<file path="config.mk">
export PLATFORM = sky130hd
export DESIGN_NAME = pulse_capture_top
export DESIGN_NICKNAME = d
export VERILOG_FILES = /design/src/hdl/pulse_pkg.sv /design/src/hdl/stream_fifo.sv /design/src/hdl/pulse_regs.sv /design/src/hdl/pulse_gen.sv /design/src/hdl/adc_capture.sv /design/src/hdl/pulse_capture_top.sv
export SDC_FILE = /design/constraint.sdc
export NUM_CORES = 1
export LEC_CHECK = 0
export BUFFER_PORTS_ARGS = -buffer_cell sky130_fd_sc_hd__buf_4
export CAP_MARGIN = 20
export CELL_PAD_IN_SITES_DETAIL_PLACEMENT = 2
export CELL_PAD_IN_SITES_GLOBAL_PLACEMENT = 2
export CORE_MARGIN = 2
export CORE_UTILIZATION = 48
export CTS_CLUSTER_DIAMETER = 50
export DETAILED_ROUTE_END_ITERATION = 12
export PLACE_DENSITY = 0.85
export SETUP_SLACK_MARGIN = 0.02
export SLEW_MARGIN = 25
export SYNTH_ARGS = -nofsm -noshare
export SYNTH_HDL_FRONTEND = slang
export SYNTH_HIERARCHICAL = 1
export SYNTH_SLANG_ARGS = --single-unit
</file>
<file path="constraint.sdc">
create_clock -name i_clk_125m -period 7.3 [get_ports i_clk_125m]
set_clock_uncertainty 0.15 [all_clocks]
set_input_delay 1.825 -clock i_clk_125m [delete_from_list [all_inputs] [get_ports i_clk_125m]]
set_output_delay 1.825 -clock i_clk_125m [all_outputs]
set_load 0.02 [all_outputs]
</file>
<file path="src/hdl/pulse_pkg.sv">
package pulse_pkg;

    // ------------------------------
    // field widths
    // ------------------------------
    localparam int SAMPLE_W   = 12;  // adc sample
    localparam int WIDTH_W    = 11;  // pulse width, clock cycles
    localparam int NUM_W      = 11;  // pulse count
    localparam int GAP_W      = 16;  // gap, microseconds
    localparam int CAP_W      = 10;  // capture length / sample index
    localparam int DROP_W     = 8;   // saturating drop counter
    localparam int REG_ADDR_W = 3;
    localparam int REG_DATA_W = 16;

    localparam int CYCLES_PER_US = 125;  // clk_125m ticks per us
    localparam int FIFO_DEPTH    = 8;    // both fifos

    // ------------------------------
    // register map
    // ------------------------------
    localparam logic [REG_ADDR_W-1:0] REG_PULSE_WIDTH = 3'd0;
    localparam logic [REG_ADDR_W-1:0] REG_PULSE_NUM   = 3'd1;
    localparam logic [REG_ADDR_W-1:0] REG_GAP_US      = 3'd2;
    localparam logic [REG_ADDR_W-1:0] REG_CAPTURE_LEN = 3'd3;
    localparam logic [REG_ADDR_W-1:0] REG_CONTROL     = 3'd4;  // bit 0 = start
    localparam logic [REG_ADDR_W-1:0] REG_STATUS      = 3'd5;  // ro: busy, drops

    typedef struct packed {
        logic                  wr;    // 1 = write, 0 = read
        logic [REG_ADDR_W-1:0] addr;
        logic [REG_DATA_W-1:0] data;
    } cfg_req_t;

    typedef struct packed {
        logic [WIDTH_W-1:0] width;
        logic [NUM_W-1:0]   num;
        logic [GAP_W-1:0]   gap_us;
    } pulse_cfg_t;

    typedef struct packed {
        logic [CAP_W-1:0]    idx;    // position in window
        logic [SAMPLE_W-1:0] value;
    } cap_sample_t;

    typedef struct packed {
        logic [REG_DATA_W-1:0] data;
    } rd_rsp_t;

endpackage

</file>
<file path="src/hdl/stream_fifo.sv">
`timescale 1ns/100ps

module stream_fifo #(
    parameter type payload_t = logic [7:0],
    parameter int  DEPTH     = 4
) (
    input  logic     i_clk_125m,
    input  logic     i_reset,
    // write side
    input  payload_t i_data,
    input  logic     i_valid,
    output logic     o_ready,
    // read side
    output payload_t o_data,
    output logic     o_valid,
    input  logic     i_ready
);

    localparam int PTR_W = (DEPTH > 1) ? $clog2(DEPTH) : 1;
    localparam int CNT_W = $clog2(DEPTH + 1);

    payload_t           mem [DEPTH];
    logic [PTR_W-1:0]   wr_ptr;
    logic [PTR_W-1:0]   rd_ptr;
    logic [CNT_W-1:0]   count;    // occupancy
    logic               push;
    logic               pop;

    assign o_ready = (count != CNT_W'(DEPTH));  // back-pressure when full
    assign o_valid = (count != '0);
    assign o_data  = mem[rd_ptr];               // head of queue
    assign push    = i_valid && o_ready;
    assign pop     = o_valid && i_ready;

    always_ff @(posedge i_clk_125m) begin
        if (push) begin
            mem[wr_ptr] <= i_data;
        end
    end

    always_ff @(posedge i_clk_125m) begin
        if (i_reset) begin
            wr_ptr <= '0;
            rd_ptr <= '0;
            count  <= '0;
        end else begin
            if (push) begin
                wr_ptr <= (wr_ptr == PTR_W'(DEPTH - 1)) ? '0 : wr_ptr + PTR_W'(1);  // wrap
            end
            if (pop) begin
                rd_ptr <= (rd_ptr == PTR_W'(DEPTH - 1)) ? '0 : rd_ptr + PTR_W'(1);
            end
            case ({push, pop})
                2'b10:   count <= count + CNT_W'(1);
                2'b01:   count <= count - CNT_W'(1);
                default: count <= count;  // both or neither
            endcase
        end
    end

endmodule

</file>
<file path="src/hdl/pulse_regs.sv">
`timescale 1ns/100ps

module pulse_regs (
    input  logic                         i_clk_125m,
    input  logic                         i_reset,
    input  pulse_pkg::cfg_req_t          i_cfg_req,
    input  logic                         i_cfg_valid,
    output logic                         o_cfg_ready,
    output pulse_pkg::pulse_cfg_t        o_pulse_cfg,
    output logic [pulse_pkg::CAP_W-1:0]  o_capture_len,
    output logic                         o_start,
    input  logic                         i_busy,
    input  logic [pulse_pkg::DROP_W-1:0] i_drop_count,
    output pulse_pkg::rd_rsp_t           o_rsp,
    output logic                         o_rsp_valid,
    input  logic                         i_rsp_ready
);
    import pulse_pkg::*;

    pulse_cfg_t       cfg_q;       // width / num / gap
    logic [CAP_W-1:0] cap_len_q;
    logic             start_q;
    logic             fifo_ready;  // room for one more response
    logic             wr_acc;
    logic             rd_acc;
    rd_rsp_t          rd_rsp;

    // stall only a read that would overflow the response queue
    assign o_cfg_ready = !(i_cfg_valid && !i_cfg_req.wr && !fifo_ready);
    assign wr_acc      = i_cfg_valid && i_cfg_req.wr;
    assign rd_acc      = i_cfg_valid && !i_cfg_req.wr && fifo_ready;

    assign o_pulse_cfg   = cfg_q;
    assign o_capture_len = cap_len_q;
    assign o_start       = start_q;

    // ------------------------------
    // read mux
    // ------------------------------
    always_comb begin
        case (i_cfg_req.addr)
            REG_PULSE_WIDTH: rd_rsp.data = REG_DATA_W'(cfg_q.width);
            REG_PULSE_NUM:   rd_rsp.data = REG_DATA_W'(cfg_q.num);
            REG_GAP_US:      rd_rsp.data = cfg_q.gap_us;
            REG_CAPTURE_LEN: rd_rsp.data = REG_DATA_W'(cap_len_q);
            REG_STATUS:      rd_rsp.data = {i_drop_count, {(REG_DATA_W-DROP_W-1){1'b0}}, i_busy};
            default:         rd_rsp.data = '0;  // control reads back zero
        endcase
    end

    // ------------------------------
    // write decode
    // ------------------------------
    always_ff @(posedge i_clk_125m) begin
        if (i_reset) begin
            cfg_q     <= '0;
            cap_len_q <= '0;
            start_q   <= 1'b0;
        end else begin
            // one-cycle strobe, dropped while a run is in flight
            start_q <= wr_acc && (i_cfg_req.addr == REG_CONTROL) && i_cfg_req.data[0] && !i_busy;
            if (wr_acc) begin
                case (i_cfg_req.addr)
                    REG_PULSE_WIDTH: cfg_q.width  <= i_cfg_req.data[WIDTH_W-1:0];
                    REG_PULSE_NUM:   cfg_q.num    <= i_cfg_req.data[NUM_W-1:0];
                    REG_GAP_US:      cfg_q.gap_us <= i_cfg_req.data[GAP_W-1:0];
                    REG_CAPTURE_LEN: cap_len_q    <= i_cfg_req.data[CAP_W-1:0];
                    default:         ;  // control/status hold nothing
                endcase
            end
        end
    end

    stream_fifo #(
        .payload_t (rd_rsp_t),
        .DEPTH     (FIFO_DEPTH)
    ) rsp_fifo_i (
        .i_clk_125m (i_clk_125m),
        .i_reset    (i_reset),
        .i_data     (rd_rsp),
        .i_valid    (rd_acc),      // lands on the acceptance edge
        .o_ready    (fifo_ready),
        .o_data     (o_rsp),
        .o_valid    (o_rsp_valid),
        .i_ready    (i_rsp_ready)
    );

endmodule

</file>
<file path="src/hdl/pulse_gen.sv">
`timescale 1ns/100ps

module pulse_gen (
    input  logic                  i_clk_125m,
    input  logic                  i_reset,
    input  logic                  i_start,
    input  pulse_pkg::pulse_cfg_t i_pulse_cfg,
    output logic                  o_pulse,
    output logic                  o_trig,
    output logic                  o_busy
);
    import pulse_pkg::*;

    localparam int PRESC_W = $clog2(CYCLES_PER_US);

    typedef enum logic [1:0] {
        S_IDLE,
        S_HIGH,
        S_GAP
    } state_t;

    state_t             state;
    pulse_cfg_t         cfg_q;      // settings frozen at start
    logic [WIDTH_W-1:0] cyc_cnt;    // 1-based cycle within pulse
    logic [PRESC_W-1:0] presc;      // cycles within current us
    logic [GAP_W-1:0]   us_cnt;     // elapsed us of gap
    logic [NUM_W-1:0]   pulse_cnt;  // pulses completed
    logic               high_done;
    logic               last_pulse;
    logic               us_tick;

    assign high_done  = (cyc_cnt >= cfg_q.width);  // width 0 behaves as 1
    assign last_pulse = (pulse_cnt == cfg_q.num - NUM_W'(1));
    assign us_tick    = (presc == PRESC_W'(CYCLES_PER_US - 1));

    assign o_pulse = (state == S_HIGH);
    assign o_trig  = (state == S_HIGH) && (pulse_cnt == '0) && (cyc_cnt == WIDTH_W'(1));
    assign o_busy  = i_start || (state != S_IDLE);  // covers the strobe cycle too

    // ------------------------------
    // sequencer
    // ------------------------------
    always_ff @(posedge i_clk_125m) begin
        if (i_reset) begin
            state     <= S_IDLE;
            cfg_q     <= '0;
            cyc_cnt   <= '0;
            presc     <= '0;
            us_cnt    <= '0;
            pulse_cnt <= '0;
        end else begin
            case (state)
                S_IDLE: begin
                    if (i_start) begin
                        cfg_q     <= i_pulse_cfg;
                        cyc_cnt   <= WIDTH_W'(1);
                        pulse_cnt <= '0;
                        if (i_pulse_cfg.num != '0) begin  // zero count ends here
                            state <= S_HIGH;
                        end
                    end
                end
                S_HIGH: begin
                    if (high_done) begin
                        pulse_cnt <= pulse_cnt + NUM_W'(1);
                        cyc_cnt   <= WIDTH_W'(1);
                        presc     <= '0;
                        us_cnt    <= '0;
                        if (last_pulse) begin
                            state <= S_IDLE;  // no trailing gap
                        end else if (cfg_q.gap_us != '0) begin
                            state <= S_GAP;
                        end
                    end else begin
                        cyc_cnt <= cyc_cnt + WIDTH_W'(1);
                    end
                end
                S_GAP: begin
                    if (us_tick) begin
                        presc  <= '0;
                        us_cnt <= us_cnt + GAP_W'(1);
                        if (us_cnt == cfg_q.gap_us - GAP_W'(1)) begin
                            state <= S_HIGH;  // next pulse
                        end
                    end else begin
                        presc <= presc + PRESC_W'(1);
                    end
                end
                default: state <= S_IDLE;
            endcase
        end
    end

endmodule

</file>
<file path="src/hdl/adc_capture.sv">
`timescale 1ns/100ps

module adc_capture (
    input  logic                           i_clk_125m,
    input  logic                           i_reset,
    input  logic                           i_start,        // clears drop count
    input  logic                           i_trig,         // opens window
    input  logic [pulse_pkg::CAP_W-1:0]    i_capture_len,
    input  logic [pulse_pkg::SAMPLE_W-1:0] i_adc_sample,
    input  logic                           i_adc_valid,
    output pulse_pkg::cap_sample_t         o_sample,
    output logic                           o_sample_valid,
    input  logic                           i_sample_ready,
    output logic [pulse_pkg::DROP_W-1:0]   o_drop_count,
    output logic                           o_busy
);
    import pulse_pkg::*;

    logic              open_q;    // window active
    logic [CAP_W-1:0]  len_q;     // window length, frozen at trigger
    logic [CAP_W-1:0]  idx;       // next sample index
    logic [DROP_W-1:0] drop_cnt;
    logic              take;
    logic              drop;

    assign take = open_q && i_adc_valid;
    assign drop = take && !i_sample_ready;  // fifo full, sample lost

    // no stall path, sample is offered in the cycle it arrives
    assign o_sample_valid = take;
    assign o_sample       = '{idx: idx, value: i_adc_sample};
    assign o_drop_count   = drop_cnt;
    assign o_busy         = open_q;

    // ------------------------------
    // window and index
    // ------------------------------
    always_ff @(posedge i_clk_125m) begin
        if (i_reset) begin
            open_q <= 1'b0;
            len_q  <= '0;
            idx    <= '0;
        end else if (i_trig) begin
            open_q <= (i_capture_len != '0);  // zero length, nothing taken
            len_q  <= i_capture_len;
            idx    <= '0;
        end else if (take) begin
            idx <= idx + CAP_W'(1);  // consumed even if dropped
            if (idx == len_q - CAP_W'(1)) begin
                open_q <= 1'b0;      // last sample of window
            end
        end
    end

    // ------------------------------
    // drop counter, saturating
    // ------------------------------
    always_ff @(posedge i_clk_125m) begin
        if (i_reset || i_start) begin
            drop_cnt <= '0;
        end else if (drop && (drop_cnt != '1)) begin
            drop_cnt <= drop_cnt + DROP_W'(1);
        end
    end

endmodule

</file>
<file path="src/hdl/pulse_capture_top.sv">
`timescale 1ns/100ps

module pulse_capture_top (
    input  logic                           i_clk_125m,
    input  logic                           i_reset,
    // config requests
    input  pulse_pkg::cfg_req_t            i_cfg_req,
    input  logic                           i_cfg_valid,
    output logic                           o_cfg_ready,
    // adc
    input  logic [pulse_pkg::SAMPLE_W-1:0] i_adc_sample,
    input  logic                           i_adc_valid,
    // sample stream
    output pulse_pkg::cap_sample_t         o_cap_sample,
    output logic                           o_cap_valid,
    input  logic                           i_cap_ready,
    // read response stream
    output pulse_pkg::rd_rsp_t             o_rsp,
    output logic                           o_rsp_valid,
    input  logic                           i_rsp_ready,
    // pulse outputs
    output logic                           o_pulse,
    output logic                           o_trig
);
    import pulse_pkg::*;

    pulse_cfg_t        pulse_cfg;
    logic [CAP_W-1:0]  capture_len;
    logic              start;
    logic              gen_busy;
    logic              cap_busy;
    logic [DROP_W-1:0] drop_count;
    cap_sample_t       cap_rec;        // tagged sample into fifo
    logic              cap_rec_valid;
    logic              cap_rec_ready;

    // ------------------------------
    // control
    // ------------------------------
    pulse_regs regs_i (
        .i_clk_125m    (i_clk_125m),
        .i_reset       (i_reset),
        .i_cfg_req     (i_cfg_req),
        .i_cfg_valid   (i_cfg_valid),
        .o_cfg_ready   (o_cfg_ready),
        .o_pulse_cfg   (pulse_cfg),
        .o_capture_len (capture_len),
        .o_start       (start),
        .i_busy        (gen_busy || cap_busy),  // pulses or open window
        .i_drop_count  (drop_count),
        .o_rsp         (o_rsp),
        .o_rsp_valid   (o_rsp_valid),
        .i_rsp_ready   (i_rsp_ready)
    );

    pulse_gen gen_i (
        .i_clk_125m  (i_clk_125m),
        .i_reset     (i_reset),
        .i_start     (start),
        .i_pulse_cfg (pulse_cfg),
        .o_pulse     (o_pulse),
        .o_trig      (o_trig),
        .o_busy      (gen_busy)
    );

    // ------------------------------
    // capture path
    // ------------------------------
    adc_capture cap_i (
        .i_clk_125m     (i_clk_125m),
        .i_reset        (i_reset),
        .i_start        (start),
        .i_trig         (o_trig),
        .i_capture_len  (capture_len),
        .i_adc_sample   (i_adc_sample),
        .i_adc_valid    (i_adc_valid),
        .o_sample       (cap_rec),
        .o_sample_valid (cap_rec_valid),
        .i_sample_ready (cap_rec_ready),
        .o_drop_count   (drop_count),
        .o_busy         (cap_busy)
    );

    stream_fifo #(
        .payload_t (cap_sample_t),
        .DEPTH     (FIFO_DEPTH)
    ) cap_fifo_i (
        .i_clk_125m (i_clk_125m),
        .i_reset    (i_reset),
        .i_data     (cap_rec),
        .i_valid    (cap_rec_valid),
        .o_ready    (cap_rec_ready),
        .o_data     (o_cap_sample),
        .o_valid    (o_cap_valid),
        .i_ready    (i_cap_ready)
    );

endmodule

</file>
==> summary by stage, run 1 <==
Worst setup path
The endpoint identified for the worst register-to-register timing path is regs_i/rsp_fifo_i/count[3]. The number of cells traversed by the worst register-to-register path is 8. The delay of the slowest cell on the worst path is approximately 0.70 ns. The startpoint of the most critical register-to-register path is regs_i/rsp_fifo_i/count[1]. For this design, the slowest cell found on the critical path is sky130_fd_sc_hd__mux4_1. The worst setup path category is register to primary output. The kind of launch point of the worst setup path is a register. The worst-case register-to-register setup slack is 3.22 ns. In this run the worst path has a maximum fanout of 35.

The most critical setup path has its endpoint at o_cap_sample[19]. The cell with the most instances on the worst path is sky130_fd_sc_hd__buf_4. Traced cell by cell, the critical path runs through buf_4 > mux4_1 > mux2_2 > buf_4. The worst setup path is captured at a primary output. For the worst setup path, the data arrival time is 2.97 ns. The required time at the worst-slack endpoint is 5.33 ns.

Clock network
The deepest clock path buffer count is 3. In this run, post-CTS repair resized a total of 0 instances. The worst-skew pair later-pin latency is ~0.63 ns. Buffers inserted during clock tree synthesis total 55. In this run the clock root is driven by a sky130_fd_sc_hd__clkbuf_16. Buffers added to address setup during post-CTS repair amount to 0. Clock tree synthesis found a total of 493 sinks. The count of hold-fix buffers inserted at cts is 0.

Clock-pin slew was measured on the worst setup and hold paths at 0.07 ns. The number of H-tree levels is 2. TritonCTS built the clock tree.

Placement
The congestion estimate from routability-driven global placement came to 0.791. After legalization and detailed placement, the total HPWL measured 46.4 mm. The worst setup slack before clock tree synthesis is 2.75 ns. The number of buffer cells added on primary ports is 80.

Detailed routing
The detailed-route wire length per cell is 34.2 um. The post-detailed-route count of antenna-violating nets is 0. The number of iterations in the first detailed-routing pass is 5. The routed via count is 15,200.

The highest layer touched by signal routing is met4. After detailed routing, the number of remaining DRC violations is 0. After detailed routing, the met2 layer carries between 40 and 50 mm of wire. The ratio of routed vias to standard cells is between 6 and 7.

The number of violations reported at the end of detailed-routing iteration 0 is 1,243. The routed design uses 4.33 mm of met3 wire. The routed metal-1 wire length is just over 30 mm. The routed wire length is 80.9 mm.

Floorplanning
The number of top-level pins is 81. The die outline width is roughly 220 um. Row generation in the floorplan step produced a little under 80 rows.

The die is 218 um tall. The full die area is 47,600 um^2. The total core area is 45,400 um^2. Once the floorplan was initialized, standard cells occupied approximately 49% of the core.

Global routing
The number of global-route vias before repair is 16,700. The largest net degree at the start of global routing is a little over 100. The global-route wire length before repair is roughly 120 mm.

The initial antenna violation count came to 3. Summed over all layers, the global routing overflow is 0. The global-route usage over all layers is about a third.

Power
For this design the ratio of total power to cell area is around 300 nW/um^2. Summing internal, switching and leakage power gives 7.55 mW. For this design the static power due to leakage is 8.86 nW. The largest voltage drop on the vdd net is 0.225 mV.

Synth
The register bit total from synthesis is 493. Summing every instance area after synthesis gives approximately 22,000 um^2. The dominant synthesized flop cell is sky130_fd_sc_hd__edfxtp_1. In the synthesized netlist, the number of instances is between 1,500 and 2,000. The number of unique standard cell types used by synthesis is 79. In the post-synthesis netlist, the biggest area contributors are sky130_fd_sc_hd__edfxtp_1 41%, sky130_fd_sc_hd__dfxtp_1 17%, sky130_fd_sc_hd__mux4_1 7.6%, sky130_fd_sc_hd__mux2i_1 3.2%, sky130_fd_sc_hd__nand2_1 2.4%. In this run the mean area of a mapped cell was 13.4 um^2. The main combinational cell family by area after synthesis is multiplexers.

The synthesized-area fraction occupied by and/or/nand/nor cells is 12.3%. The count of yosys warnings during synthesis is 6. The dominant cell type by area after synthesis is sky130_fd_sc_hd__edfxtp_1.

The number of nets handed over by synthesis was 1,721. The top cell type's share of synthesized area is 41.4%. The multiplexer share of the synthesized area is 14.9%. The share of synthesized area occupied by flip-flops and latches is 58.6%. The leading cell type by number of instances after synthesis is sky130_fd_sc_hd__edfxtp_1. The complex-gate fraction of the synthesized area is 5.63%. After synthesis, the share of flip-flops with an asynchronous set or reset is 0%. Ranked by instance count, the synthesized netlist is headed by 304 x sky130_fd_sc_hd__edfxtp_1, 189 x sky130_fd_sc_hd__dfxtp_1, 139 x sky130_fd_sc_hd__nand2_1. Counting flops with a built-in enable in the synthesized netlist gives 304. The synthesized netlist devotes 3.46% of its cell area to XOR and XNOR gates. After Yosys synthesis, full adders, half adders and majority gates account for 2.10% of the synthesized area.

Final layout
The core utilization of the finished layout is 55.2%. After the last flow step, the layout net total stands at roughly 1,800. The layout has 4,115 filler cells. The share of cells above drive strength 1 is 16.9%. Relative to the synthesized area, the layout overhead comes to 13.6%.

STA
The relative slew slack is 31.7%. After layout, the minimum clock period comes to between 4 and 5 ns. At the pin with the least slew margin, the transition time is between 1 and 1.5 ns. Setup total negative slack on the finished layout was measured at 0 ns.

The count of endpoints failing hold in the final timing report is 0. Setup violations remaining at the end of the flow were counted as 0. The maximum clock frequency is 202 MHz. Setup repair after global routing left no endpoint under its margin. The max-slew violation count is 0. The portion of the clock cycle consumed by the worst path in the final layout is approximately 68%. The minimum setup slack in the final design is roughly 2.4 ns.

Min path
The path type of the worst min-delay path is register to register.

Outcome
The flow ran to the end, and the final reports show no timing, DRC or antenna violations.

Run
The max-cap violation count is 0.
-- worst max-delay path, delay by kind of cell (launching register included) --
kind	cells	cell delay, ns
multiplexers	2	1.04
flip-flops	1	0.56
buffers and inverters	2	0.75
-- stage by stage --
stage,hold slack (ns),cells,area [um^2]
2_1_floorplan,0.286,1646,22000
3_3_place_gp,0.296,2256,23100
3_5_place_dp,0.307,2256,23100
4_1_cts,0.325,2359,25000
5_1_grt,0.363,2363,25000
6_report,0.324,2365,25000
-- worst min path at each step --
stage / to / cells after the start / start
after global placement: gen_i/cfg_q[35] / 2 / gen_i/cfg_q[35]
after detailed placement: gen_i/cfg_q[32] / 2 / gen_i/cfg_q[32]
after floorplan: gen_i/cfg_q[28] / 2 / gen_i/cfg_q[28]
after global routing: gen_i/cfg_q[34] / 2 / gen_i/cfg_q[34]
after CTS: gen_i/cfg_q[30] / 2 / gen_i/cfg_q[30]
final: gen_i/cfg_q[30] / 2 / gen_i/cfg_q[30]
-- metal layers --
metal	vias up	track usage (%)
li1	6345	-
met1	8043	41.0
met2	624	60.2
met3	206	5.23
met4	0	14.5
met5	-	0
-- area by class of cell --
class	instances	area [um^2]	area share [%]
multi-input combinational	1028	8570	34.2
clock inverter	24	254	1.01
clock buffer	79	1600	6.38
timing repair buffer	105	815	3.25
inverter	34	128	0.510
tap	600	751	3.00
sequential	493	12900	51.6
antenna	2	5.00	0.0200
-- state kept, by name, summed over array words and instances (netlist names), named ones only --
signal                    flops
gen_i/cyc_cnt                11
regs_i/o_capture_len         10
cap_fifo_i/mem              176
gen_i/presc                   7
regs_i/o_start                1
cap_fifo_i/wr_ptr             3
gen_i/pulse_cnt              11
cap_i/idx                    10
cap_fifo_i/rd_ptr             3
regs_i/rsp_fifo_i/count       4
gen_i/state                   2
gen_i/cfg_q                  38
gen_i/us_cnt                 16
cap_i/o_drop_count            8
regs_i/rsp_fifo_i/wr_ptr      3
regs_i/rsp_fifo_i/rd_ptr      3
cap_fifo_i/count              4
regs_i/rsp_fifo_i/mem       128
cap_i/len_q                  10
regs_i/o_pulse_cfg           38
cap_i/o_busy                  1
-- cell usage in the layout (no fill, tap or decap), types with 11 or more instances in the layout --
master                      netlist  final
sky130_fd_sc_hd__clkbuf_8         0     11
sky130_fd_sc_hd__xor2_1          34     34
sky130_fd_sc_hd__and3_1          21     21
sky130_fd_sc_hd__nand2_1        139    139
sky130_fd_sc_hd__nand4_1         14     14
sky130_fd_sc_hd__edfxtp_1       304    304
sky130_fd_sc_hd__nand2b_1        77     77
sky130_fd_sc_hd__xnor2_1         53     53
sky130_fd_sc_hd__mux4_2          19     19
sky130_fd_sc_hd__a21oi_1         91     91
sky130_fd_sc_hd__clkbuf_16        0     56
sky130_fd_sc_hd__nor2b_1         13     12
sky130_fd_sc_hd__clkbuf_1        45     12
sky130_fd_sc_hd__nor2_1          96     93
sky130_fd_sc_hd__mux4_1          64     64
sky130_fd_sc_hd__mux2i_1         70     70
sky130_fd_sc_hd__o21ai_0         16     15
sky130_fd_sc_hd__dfxtp_1        189    188
sky130_fd_sc_hd__nor4_1          14     12
sky130_fd_sc_hd__ha_1            37     37
sky130_fd_sc_hd__nor3_1          31     22
sky130_fd_sc_hd__inv_1           32     32
sky130_fd_sc_hd__nand3_1         38     38
sky130_fd_sc_hd__or3_1           18     18
sky130_fd_sc_hd__buf_4           14    101
sky130_fd_sc_hd__a31oi_1         12     12
sky130_fd_sc_hd__mux2_2          43     43
-- where the power goes --
| part | switching (mW) | leakage [nW] | internal [mW] |
|---|---|---|---|
| Sequential | 0.125 | 4.38 | 3.06 |
| Clock | 1.29 | 0.904 | 1.65 |
| Combinational | 0.798 | 3.58 | 0.627 |
| Total | 2.21 | 8.86 | 5.33 |
-- cell families (layout without fill, tap and decap cells) --
group	count (synthesis)	count (layout)
flip-flops	493	493
AND/OR/NAND/NOR	516	516
other	0	2
buffers and inverters	125	242
adder cells (fa/ha/maj)	37	37
AO/OA/AOI/OAI	192	192
multiplexers	196	196
XOR/XNOR	87	87
Note: power is estimated with default switching activity, not from simulation.
==> inputs of run 2 (changes only) <==
--- a/config.mk
+++ b/config.mk
@@ -5,15 +5,16 @@
 export SDC_FILE = /design/constraint.sdc
 export NUM_CORES = 1
 export LEC_CHECK = 0
+export ABC_AREA = 1
 export BUFFER_PORTS_ARGS = -buffer_cell sky130_fd_sc_hd__buf_4
 export CAP_MARGIN = 20
 export CELL_PAD_IN_SITES_DETAIL_PLACEMENT = 2
 export CELL_PAD_IN_SITES_GLOBAL_PLACEMENT = 2
 export CORE_MARGIN = 2
-export CORE_UTILIZATION = 48
+export CORE_UTILIZATION = 36
 export CTS_CLUSTER_DIAMETER = 50
 export DETAILED_ROUTE_END_ITERATION = 12
-export PLACE_DENSITY = 0.85
+export PLACE_DENSITY = 0.77
 export SETUP_SLACK_MARGIN = 0.02
 export SLEW_MARGIN = 25
 export SYNTH_ARGS = -nofsm -noshare
==> constraint.sdc (replaced) <==
create_clock -name i_clk_125m -period 4 [get_ports i_clk_125m]
set_clock_uncertainty 0.15 [all_clocks]
set_input_delay 1 -clock i_clk_125m [delete_from_list [all_inputs] [get_ports i_clk_125m]]
set_output_delay 1 -clock i_clk_125m [all_outputs]
set_load 0.02 [all_outputs]
==> summary by stage, run 2 <==
Final layout
The antenna cell count is 0 (-2). Leaving out fill and tap cells, the most frequent cell in the layout is sky130_fd_sc_hd__nand2_1. The area growth from synthesis to layout is 17.4%. The number of flip-flops under the largest register name is 176 (unchanged). The core utilization of the finished layout is 42.5% (-13 points). The top register by number of flip-flops is cap_fifo_i/mem. Leaving out fill and tap cells, the most frequent cells in the layout are 514 x sky130_fd_sc_hd__nand2_1, 416 x sky130_fd_sc_hd__nor2_1, 304 x sky130_fd_sc_hd__edfxtp_1. The share of cells above drive strength 1 came to 11.6% (-5.4 points).

The final layout net count was 2,673 (+49%). The filler cell count was 6,698 (+63%). The largest registers in the layout are cap_fifo_i/mem x176, regs_i/rsp_fifo_i/mem x128.

Clock network
The count of hold-fix buffers inserted at cts is 0 (unchanged). The worst-skew pair later-pin latency is 0.62 ns (about the same). In this run the clock root is driven by a sky130_fd_sc_hd__clkbuf_16.

The deepest clock path buffer count came to 3 (unchanged). The number of buffers inserted by post-CTS setup repair is 0 (unchanged). The clock slew at the register clock pins of the worst setup and hold paths is 0.06 ns (about the same). The post-cts repair resize count is 0 (unchanged). TritonCTS built the clock tree. The total clock sinks is 493 (unchanged). The number of CTS-inserted buffers was 72 (+31%). The number of H-tree levels came to 3 (+1).

Detailed routing
The routed wire length is 76.2 mm (-5.8%). The number of iterations in the first detailed-routing pass is 5 (unchanged). The post-detailed-route count of antenna-violating nets was 0 (unchanged). The detailed-route wire length per cell came to 21.7 um (-36%).

The post-detailed-route DRC marker count is 0 (unchanged). The ratio of routed vias to standard cells was 5.25 (-18%). The number of violations reported at the end of detailed-routing iteration 0 is 883 (-29%).

The routed via count is 18,400 (+21%).

STA
The maximum clock frequency is 267 MHz. The relative slew slack is 38.8% (+7.1 points). The portion of the clock cycle consumed by the worst path in the final layout is 93.8%.

The number of setup violations in the final report was 0 (unchanged). The accumulated negative setup slack came to 0 ns (unchanged). The count of endpoints failing hold in the final timing report came to 0 (unchanged). The final hold slack was 0.320 ns (-0.00370 ns). The max-slew violation count was 0 (unchanged).

Setup repair after global routing left no endpoint under its margin. The worst-margin pin slew is 0.915 ns (-0.106 ns). The final period demand of the worst path is 3.75 ns.

Synth
The leading cell type by number of instances after synthesis is sky130_fd_sc_hd__nand2_1. The number of unique standard cell types used by synthesis is 52 (-34%). The post-synth design cell area came to 22,700 um^2 (+3.0%). The share of synthesized area occupied by flip-flops and latches came to 56.9% (-1.7 points). The count of yosys warnings during synthesis is 6 (unchanged). The number of nets produced by synthesis is 2,592 (+51%).

By count the netlist is led by 514 x sky130_fd_sc_hd__nand2_1, 425 x sky130_fd_sc_hd__nor2_1, 304 x sky130_fd_sc_hd__edfxtp_1. The dominant cell type by area after synthesis is sky130_fd_sc_hd__edfxtp_1. In the synthesized netlist the dominant register cell turns out to be sky130_fd_sc_hd__edfxtp_1. The number of synthesized flops with an enable pin is 304 (unchanged). The top cell type's share of synthesized area was 40.2% (-1.2 points). The register bit total from synthesis was 493 (unchanged). Sorting the synthesized cells by area gives the leading types as sky130_fd_sc_hd__edfxtp_1 40%, sky130_fd_sc_hd__dfxtp_1 17%, sky130_fd_sc_hd__nand2_1 8.5%, sky130_fd_sc_hd__nor2_1 7.0%, sky130_fd_sc_hd__o21ai_0 4.0%. The proportion of synthesized flip-flops having asynchronous set or reset is 0% (unchanged).

The synthesized instance count is 2,517 (+53%). The average footprint of a synthesized cell came to 9.02 um^2 (-33%).

Worst setup path
The required time at the worst-slack endpoint is 2.85 ns (-2.48 ns). The startpoint of the most critical register-to-register path is gen_i/pulse_cnt[0]. The largest fanout on the critical path is 42 (+20%). The worst setup path is launched from a register.

The sort of element at the end of the critical path is a primary output. The arrival time of data at the critical path endpoint is 2.60 ns (-0.37 ns). The critical path is of the register to primary output type.

Global routing
The global-route wire length before repair is 118 mm (about the same). The initial antenna violation count was 1 (-2). The largest net degree at the start of global routing was 89 (-14%). The number of global-route vias before repair is 20,300 (+22%). The global-route usage over all layers was 23.6% (-10 points).

The total global routing overflow is 0 (unchanged).

Floorplanning
The full die area is 65,100 um^2 (+37%). The number of standard-cell rows in the floorplan is 92 (+18%). The number of top-level pins is 81 (unchanged). The effective utilization at floorplan is 36.2% (-12 points). The total core area is 62,700 um^2 (+38%). The die outline width was 255 um (+17%). The vertical die dimension is 255 um (+17%).

Power
The leakage power figure came to 10.5 nW (+18%). The largest voltage drop on the vdd net is 0.274 mV (+21%). The total power divided by cell area came to 563 nW/um^2 (+87%). The total chip power came to 15.0 mW (+99%).

Placement
The number of buffer cells added on primary ports is 80 (unchanged). The final weighted congestion in routability-driven placement came to 0.827 (+4.6%). The half-perimeter wire length of the detailed placement result is 50.1 mm (+8.0%).

Run
The max-cap violation count was 0 (unchanged).

Outcome
The run finished with clean final reports.

Min path
The critical hold path startpoint is gen_i/cfg_q[29]. The min-delay analysis places its worst path in the category register to register.
-- run 2: cell count changes after synthesis, sizes merged, moves of 17 or more --
cell / before / now
and3: 21 / 4
buf: 44 / 79
inv: 33 / 217
mux2: 43 / 0
mux2i: 70 / 38
mux4: 83 / 0
nand2: 142 / 522
nand2b: 77 / 0
nand3: 38 / 133
nor2: 96 / 441
o21ai: 18 / 234
o22ai: 0 / 40
or3: 18 / 0
xnor2: 53 / 15
-- run 2: where the power goes --
group | leakage (nW) | total (mW) | internal, mW | switching [mW]
clock | 1.25 | 6.85 | 4.18 | 2.66
sequential | 4.38 | 5.62 | 5.48 | 0.135
combinational | 4.87 | 2.54 | 0.836 | 1.70
total | 10.5 | 15.0 | 10.5 | 4.50
-- run 2: final timing paths --
kind,slack [ns],depth (start not counted),to
max,0.25,5,o_rsp[3]
min,0.32,2,gen_i/cfg_q[29]
max reg2reg,1.05,10,cap_i/len_q[5]
min reg2reg,0.32,2,gen_i/cfg_q[29]
-- run 2: cell type report --
class / instances / area (um^2) / share of cell area (%)
Sequential cell: 493 / 12900 / 48.5
Multi-Input combinational cell: 1692 / 8290 / 31.1
Clock buffer: 85 / 1920 / 7.21
Tap cell: 846 / 1060 / 3.97
Timing Repair Buffer: 121 / 971 / 3.64
Inverter: 218 / 821 / 3.08
Clock inverter: 49 / 664 / 2.49
-- run 2: per-layer routing --
layer  GRT usage, %  share of wire (%)
met5              0              0.017
met3           2.96                3.2
met1           29.3                 43
met2           42.2                 51
met4           8.39                2.7
-- run 2: critical path, stage by stage, from the launching register on --
cell and delay [ns]:
sky130_fd_sc_hd__dfxtp_2 0.88, sky130_fd_sc_hd__o21ai_0 0.37, sky130_fd_sc_hd__o22ai_1 0.30, sky130_fd_sc_hd__nand2_1 0.11, sky130_fd_sc_hd__nand2_1 0.15, sky130_fd_sc_hd__buf_4 0.16
-- run 2: stage by stage --
stage | std cells | setup WS (ns) | instance area, um^2
after floorplan | 2517 | 0.739 | 22700
after detailed placement | 3370 | 0.767 | 24100
after global placement | 3370 | 0.955 | 24100
after global routing | 3504 | 0.130 | 26600
after CTS | 3504 | 0.201 | 26600
final | 3504 | 0.249 | 26600
-- run 2: kinds of logic after synthesis --
| kind of cell | after synthesis | synth area share [%] |
|---|---|---|
| mux | 38 | 1.68 |
| compound gates | 403 | 9.42 |
| simple gates | 1174 | 21.7 |
| xor+xnor | 40 | 1.54 |
| flops | 493 | 56.9 |
| fa+ha+maj | 37 | 2.04 |
| buf+inv | 332 | 6.75 |
